`src/common/dcache_cfg.svh`:
```
`ifndef DCACHE_CFG_SVH
`define DCACHE_CFG_SVH

// cache geometry
`define DCACHE_WAY_NUM    2
`define DCACHE_SET_NUM    64
`define DCACHE_LINE_WORDS 4

// pending stores waiting for commit, power of two
`define DCACHE_SB_SIZE    4

`endif
```
`src/common/dcache_pkg.sv`:
```
`include "dcache_cfg.svh"

package dcache_pkg;

    // address split: word offset, set index, tag
    localparam int unsigned WORD_OFF_LO = 2;
    localparam int unsigned WORD_OFF_W  = $clog2(`DCACHE_LINE_WORDS);
    localparam int unsigned INDEX_LO    = WORD_OFF_LO + WORD_OFF_W;
    localparam int unsigned INDEX_W     = $clog2(`DCACHE_SET_NUM);
    localparam int unsigned TAG_LO      = INDEX_LO + INDEX_W;
    localparam int unsigned TAG_W       = 32 - TAG_LO;
    localparam int unsigned WAY_W       = $clog2(`DCACHE_WAY_NUM);

    typedef struct packed {
        logic [TAG_W-1:0] tag;
        logic             valid;
    } cache_tag_t;

    typedef struct packed {
        logic [31:0] addr;
        logic [31:0] wdata;
        // nonzero marks a store
        logic [3:0]  wstrb;
        logic [3:0]  rmask;
    } lsu_req_t;

    typedef struct packed {
        logic [31:0] rdata;
        logic        hit;
        logic        is_store;
    } lsu_resp_t;

    typedef struct packed {
        logic [31:0]      addr;
        logic [31:0]      wdata;
        logic [3:0]       wstrb;
        logic             hit;
        logic [WAY_W-1:0] way;
        logic             valid;
    } sb_entry_t;

    typedef enum logic {
        CACHE_OP_FILL  = 1'b0,
        CACHE_OP_STORE = 1'b1
    } cache_op_e;

    typedef struct packed {
        cache_op_e        op;
        logic [31:0]      addr;
        logic [WAY_W-1:0] way;
        logic [31:0]      wdata;
    } commit_req_t;

    typedef struct packed {
        logic      valid;
        sb_entry_t entry;
    } commit_resp_t;

    function automatic logic [INDEX_W-1:0] addr_index(input logic [31:0] addr);
        return addr[INDEX_LO +: INDEX_W];
    endfunction

    // index and word offset together address one data word
    function automatic logic [INDEX_W+WORD_OFF_W-1:0] addr_word(input logic [31:0] addr);
        return addr[WORD_OFF_LO +: INDEX_W + WORD_OFF_W];
    endfunction

    function automatic logic [TAG_W-1:0] addr_tag(input logic [31:0] addr);
        return addr[TAG_LO +: TAG_W];
    endfunction

endpackage

```
`src/dcache/storebuffer.sv`:
```
`include "dcache_cfg.svh"

module storebuffer #(
    parameter int unsigned SB_SIZE = `DCACHE_SB_SIZE
) (
    input  logic                                clk,
    input  logic                                rst_n_i,
    input  logic                                flush_i,
    input  logic                                push_valid_i,
    output logic                                push_ready_o,
    input  dcache_pkg::sb_entry_t               push_entry_i,
    output logic                                pop_valid_o,
    input  logic                                pop_ready_i,
    output dcache_pkg::sb_entry_t               pop_entry_o,
    output dcache_pkg::sb_entry_t [SB_SIZE-1:0] entries_o
);
    import dcache_pkg::*;

    localparam int unsigned PTR_W = $clog2(SB_SIZE);

    sb_entry_t        mem [SB_SIZE];
    logic [PTR_W-1:0] head_q;
    logic [PTR_W-1:0] tail_q;
    logic [PTR_W:0]   count_q;
    logic             push;
    logic             pop;

    assign push_ready_o = (count_q < SB_SIZE);
    assign pop_valid_o  = (count_q != '0);
    assign push         = push_valid_i & push_ready_o;
    assign pop          = pop_valid_o & pop_ready_i;

    // oldest first; valid marks the slots that hold a store
    always_comb begin
        logic [PTR_W-1:0] idx;
        for (int k = 0; k < SB_SIZE; k++) begin
            idx = head_q + PTR_W'(k);
            entries_o[k]       = mem[idx];
            entries_o[k].valid = (k < count_q);
        end
    end

    assign pop_entry_o = entries_o[0];

    always_ff @(posedge clk) begin
        if (push) begin
            mem[tail_q] <= push_entry_i;
        end
    end

    // pointers wrap on their own width
    always_ff @(posedge clk or negedge rst_n_i) begin
        if (!rst_n_i) begin
            head_q  <= '0;
            tail_q  <= '0;
            count_q <= '0;
        end else if (flush_i) begin
            head_q  <= '0;
            tail_q  <= '0;
            count_q <= '0;
        end else begin
            if (push) begin
                tail_q <= tail_q + 1'b1;
            end
            if (pop) begin
                head_q <= head_q + 1'b1;
            end
            count_q <= count_q + (PTR_W+1)'(push) - (PTR_W+1)'(pop);
        end
    end

endmodule

```
`config.mk`:
```
export PLATFORM = sky130hd
export DESIGN_NAME = storebuffer
export DESIGN_NICKNAME = d
export VERILOG_FILES = /design/src/common/dcache_pkg.sv /design/src/dcache/storebuffer.sv
export VERILOG_INCLUDE_DIRS = /design/src /design/src/common
export SDC_FILE = /design/constraint.sdc
export NUM_CORES = 1
export LEC_CHECK = 0
export BUFFER_PORTS_ARGS = -buffer_cell sky130_fd_sc_hd__buf_2
export CAP_MARGIN = 10
export CELL_PAD_IN_SITES_DETAIL_PLACEMENT = 0
export CELL_PAD_IN_SITES_GLOBAL_PLACEMENT = 1
export CORE_ASPECT_RATIO = 1.4
export CORE_MARGIN = 5
export CORE_UTILIZATION = 35
export CTS_CLUSTER_SIZE = 25
export DETAILED_ROUTE_END_ITERATION = 10
export HOLD_SLACK_MARGIN = 0.12
export PLACE_DENSITY_LB_ADDON = 0.1
export SLEW_MARGIN = 20
export SYNTH_ARGS = -nofsm -noshare
export SYNTH_HDL_FRONTEND = slang
export SYNTH_SLANG_ARGS = --single-unit
```
`constraint.sdc`:
```
create_clock -name clk -period 8.6 [get_ports clk]
set_input_delay 0.43 -clock clk [delete_from_list [all_inputs] [get_ports clk]]
set_output_delay 0.43 -clock clk [all_outputs]
set_load 0.01 [all_outputs]
```
==> metrics.txt, run 1 <==
status finished clean; pre-CTS setup slack 4.846 ns; Root Driver clkbuf_16; initial antenna violation count 1; Final Wtd Congestion 0.7250; Sink Count 287; Worst-Skew Late Latency 0.56 ns; initial core utilization 35.45%; Max-Cap Viols 0; total CTS buffers 31; core area 46080 um2; peak fanout along the critical path 70; post-CTS sizing 0; Area contributors post-synth edfxtp_1 51%, mux4_2 39%, buf_4 5.1%, buf_12 1.3%, dfrtp_1 1.1%; sequential area share after synthesis 52.54%; yosys warns 0; synth unique cells 22; post-route insts no fill 1794; routed len/inst 22.88 um; Hold Buf Count CTS 72; Final period util 46.22%; CP Capture Type output pin; crit path kind reg2out; IR drop worst, VDD 184.9 uV; Critical Path AT 3.54 ns; post-synthesis cell area 16340 um2; antenna viol nets, final 0; Fin. Hold Viols 0; CP Data Required Time 8.17 ns; placed cell count 1665; fin. max-slew vios 0; Power Dens Cells 282.0 nW/um2; largest net degree at the start of global routing 146; Vias/cell 5.363; async set or reset register ratio after synthesis 2.439%; fmax 0.2516 GHz; DRC Markers 0; Synth top area share 51.47%; main flop type after synthesis edfxtp_1; die span in x 192.6 um; Avg Inst Size Synth 21.99 um2; Pleak 6.820 nW; via count 9622; first-pass GRT wire length 61330 um; startpoint types flop; Power, Total 5.623 mW; final instance area 19940 um2; # diodes 0; measured slew at the worst slew-check pin 1.001 ns; htree depth 1; Final min period 3.975 ns; IO buf count 431; final net count 1238; total die area 51150 um2; clk buf depth 3; # rows 93; I/O Pins 433; syn nets 828; cell taking the most area after synthesis edfxtp_1; Yosys reg bits 287; CTS clk-pin slew, worst paths 0.06 ns; placed cell areas 18230 um2; P&R area growth vs syn 22.07%; Total GRT Usage 15.50%; Detailed Place HPWL 28180 um; min-delay worst type in2async; Max-slew headroom 33.27%; die height 265.6 um; total gr overflow 0; CTS tree yes; Synth Instances 743; Setup violations, final 0; synth cell count leaders 280 x edfxtp_1, 280 x mux4_2, 112 x buf_4, 11 x buf_12, 9 x inv_1; postcts setup bufs 0; final setup margin 4.625 ns; Sum Neg Setup Slack 0 ns; vias in the first global route 9946; RSZ-0062 raised after global routing no; EDFF count, synth 280; layout cell share with drive strength beyond 1 65.68%; Pre-antenna DRT Iters 4; clk_skew 0.009637 ns; WL final 41040 um; initial DRC count 382
-- metal layers --
metal | track usage [%] | vias to the layer above | routed length [um]
met5 | 0 | - | 7
met4 | 3.509 | 2 | 747
met3 | 3.676 | 49 | 3079
met2 | 28.85 | 351 | 22740
met1 | 17.95 | 5139 | 14460
li1 | - | 4081 | -
-- sequential cells by signal, indices dropped and copies added (netlist names) --
name     cells
count_q      3
tail_q       2
mem        280
head_q       2
-- where the power goes --
group	leakage (nW)	switching [mW]	internal, mW
logic	3.68	1.26	1.23
clock network	0.488	0.528	0.767
registers	2.65	0.143	1.70
-- worst paths after layout --
path	from	to	slack, ns	cells past startpoint
min	rst_n_i	count_q[1]	0.26	2
min in group clk	pop_ready_i	head_q[1]	0.30	4
max	head_q[1]	entries_o[36]	4.63	4
max in group asynchronous	rst_n_i	head_q[1]	8.16	2
max reg2reg	count_q[2]	mem[1][18]	5.95	3
min reg2reg	tail_q[1]	tail_q[1]	0.58	2
-- cell families (layout without fill, tap and decap cells) --
logic type / Yosys count / count (layout) / synth area share [%]
buf+inv: 145 / 579 / 7.284
mux: 281 / 281 / 38.66
simple gates: 14 / 14 / 0.4212
xor+xnor: 4 / 4 / 0.2145
compound gates: 3 / 3 / 0.1379
fa+ha+maj: 9 / 9 / 0.7353
flops: 287 / 287 / 52.54
-- worst max-delay path, cell delays in order, from the launching register on --
cell     delay [ns]
dfrtp_4        0.74
buf_4          0.62
buf_6          0.69
mux4_2         0.66
buf_2          0.17
-- area by class of cell --
class / count / area [um2]
fill: 4152 / 26140
multi-input combinational: 311 / 6573
tap: 617 / 772.0
clock inverter: 16 / 157.7
clock buffer: 41 / 833.3
timing repair buffer: 513 / 2982
inverter: 9 / 33.78
sequential: 287 / 8591
-- metrics by stage --
| stage | util (%) | hold WS, ns |
|---|---|---|
| floorplan | - | 0.1344 |
| global placement | 39.55 | 0.2792 |
| detailed placement | 39.55 | 0.2791 |
| CTS | 43.27 | 0.2250 |
| global route | 43.28 | 0.2513 |
| finish | 43.28 | 0.2635 |
-- layout by cell type, fill, tap and decap left out, drive strengths merged, types with 2 or more instances in the layout --
cell type | netlist | routed
dfrtp | 7 | 7
ha | 8 | 8
bufinv | 0 | 3
edfxtp | 280 | 280
mux4 | 280 | 280
nor2b | 2 | 2
nor2 | 6 | 6
xnor2 | 3 | 3
and2 | 4 | 4
clkinv | 0 | 12
inv | 9 | 9
buf | 135 | 441
dlygate4sd3 | 0 | 72
clkbuf | 1 | 41
(Power assumes the default switching activity.)
==> run 2, diff against run 1 <==
Clock period 8.6 ns to 3.2 ns, I/O delays scaled along.
==> run 2 against run 1 <==
  * Die area stayed put
  * Design area is 2.5% higher
  * Total power grew to 2.8 times the previous value
  * Routed wire length is 1.3% higher
  * Non-clock buffer count is 32 higher
  * Register-to-register slack worse by 5.0 ns
  * Count of clock-buffer cells in the layout is 9 lower
  * Core utilization is 1.1 points higher
  * Clock power grew to 2.8 times the previous value
  * Critical path type unchanged
  * Largest cell class unchanged
==> metrics.txt, run 2 (synthesis results as in run 1) <==
status finished clean; Pre-antenna DRT Iters 4 (unchanged); Final Core Density 44.35% (+1.1 points); post-route insts no fill 1826 (+1.8%); Detailed Place HPWL 29980 um (+6.4%); Power, Total 15.49 mW (+180%); Final min period 2.715 ns; P&R area growth vs syn 25.09%; R2R cell count 9 (+6); routed len/inst 22.77 um (-0.48%); I/O Pins 433 (unchanged); Sink Count 287 (unchanged); peak fanout along the critical path 40 (-43%); fmax 0.3683 GHz; WL final 41570 um (+1.3%); IR drop worst, VDD 503.5 uV (+170%); IO buf count 431 (unchanged); clk_skew 0.005911 ns (-0.003726 ns); most common cell after layout, fill and taps aside buf_2; # diodes 0 (unchanged); die span in x 192.6 um (unchanged); Max-slew headroom 53.66% (+20 points); R2R Setup Slk 0.97 ns (-4.98 ns); CTS tree yes; first-pass GRT wire length 62870 um (+2.5%); Root Driver clkbuf_16; max FFs per register 280 (unchanged); Fin. Hold Viols 0 (unchanged); post-CTS sizing 0 (unchanged); total die area 51150 um2 (unchanged); via count 9712 (+0.94%); Min Hold Slack 0.3481 ns (+0.08464 ns); Worst-Skew Late Latency 0.56 ns (about the same); htree depth 1 (unchanged); CP Capture Type output pin; final net count 1270 (+2.6%); placed cell areas 18650 um2 (+2.3%); min-delay worst type in2reg; CTS clk-pin slew, worst paths 0.06 ns (about the same); CP endpoint entries_o[181]; Final period util 84.84%; biggest regs mem x280, count_q x3; DRC Markers 0 (unchanged); layout cell share with drive strength beyond 1 66.09% (+0.41 points); initial core utilization 35.45% (unchanged); Hold Buf Count CTS 76 (+5.6%); Setup violations, final 0 (unchanged); crit path kind reg2out; final setup margin 0.4851 ns (-4.140 ns); placed cell count 1693 (+1.7%); Most flops, register mem; final instance area 20430 um2 (+2.5%); Pleak 7.039 nW (+3.2%); Sum Neg Setup Slack 0 ns (unchanged); filler cell count 4156 (+0.096%); total gr overflow 0 (unchanged); core area 46080 um2 (unchanged); RSZ-0062 raised after global routing no; Power Dens Cells 758.2 nW/um2 (+170%); r2r endpoint count_q[2]; measured slew at the worst slew-check pin 0.6950 ns (-0.3059 ns); initial antenna violation count 1 (unchanged); clk buf depth 3 (unchanged); die height 265.6 um (unchanged); Critical Path AT 2.55 ns (-0.99 ns); postcts setup bufs 0 (unchanged); vias in the first global route 10240 (+3.0%); Final Wtd Congestion 0.7536 (+3.9%); Setup crit start head_q[0]; initial DRC count 495 (+30%); Max-Cap Viols 0 (unchanged); largest net degree at the start of global routing 42 (-71%); commonest cells after routing, fill and taps aside 431 x buf_2, 280 x mux4_2, 280 x edfxtp_1, 76 x dlygate4sd3_1, 31 x clkbuf_16; # rows 93 (unchanged); antenna viol nets, final 0 (unchanged); pre-CTS setup slack 0.9429 ns (-3.903 ns); worst flop-to-flop path startpoint count_q[2]; total CTS buffers 31 (unchanged); Total GRT Usage 15.82% (+0.32 points); startpoint types flop; Vias/cell 5.319 (-0.83%); CP Data Required Time 3.04 ns (-5.13 ns); fin. max-slew vios 0 (unchanged)
[run 2: cell count changes in the layout (fill, tap and decap cells not counted)]
cell / delta
clkbuf_1: -7
clkinv_2: -4
clkinvlp_4: +3
buf_12: +17
clkinv_4: -1
bufinv_16: +2
clkbuf_8: -2
clkinv_1: +9
buf_4: +12
buf_6: -1
dlygate4sd3_1: +4
[run 2: critical path, cell delays in order, from the launching register on]
cell,delay [ns]
dfrtp_4,0.87
buf_12,0.34
mux4_2,0.58
buf_2,0.16
[run 2: layout make-up]
class | count | area [um2] | share of cell area, %
Multi-Input combinational cell | 311 | 6573 | 32.16
Timing Repair Buffer | 545 | 3441 | 16.84
Sequential cell | 287 | 8591 | 42.04
Clock buffer | 32 | 779.5 | 3.815
Clock inverter | 25 | 245.2 | 1.200
Tap cell | 617 | 772.0 | 3.778
Inverter | 9 | 33.78 | 0.1653
[run 2: worst min path at each step]
| stage | from | to | slack (ns) | cells past startpoint |
|---|---|---|---|---|
| floorplan | rst_n_i | count_q[0] | -0.14 | 0 |
| global placement | rst_n_i | count_q[2] | 0.008 | 1 |
| detailed placement | rst_n_i | count_q[2] | 0.007 | 1 |
| CTS | push_entry_i[56] | mem[0][56] | 0.30 | 2 |
| global route | push_entry_i[67] | mem[1][67] | 0.33 | 2 |
| finish | push_entry_i[59] | mem[3][59] | 0.35 | 2 |
[run 2: routing by layer]
layer / wire length, um / GRT usage, %
met1: 14590 / 18.35
met2: 22820 / 29.23
met3: 3308 / 3.859
met4: 840 / 3.779
met5: 11 / 0
[run 2: power breakdown]
group	total (mW)	switching, mW	internal [mW]
Combinational	6.97	3.43	3.53
Sequential	4.95	0.400	4.55
Clock	3.58	1.42	2.15
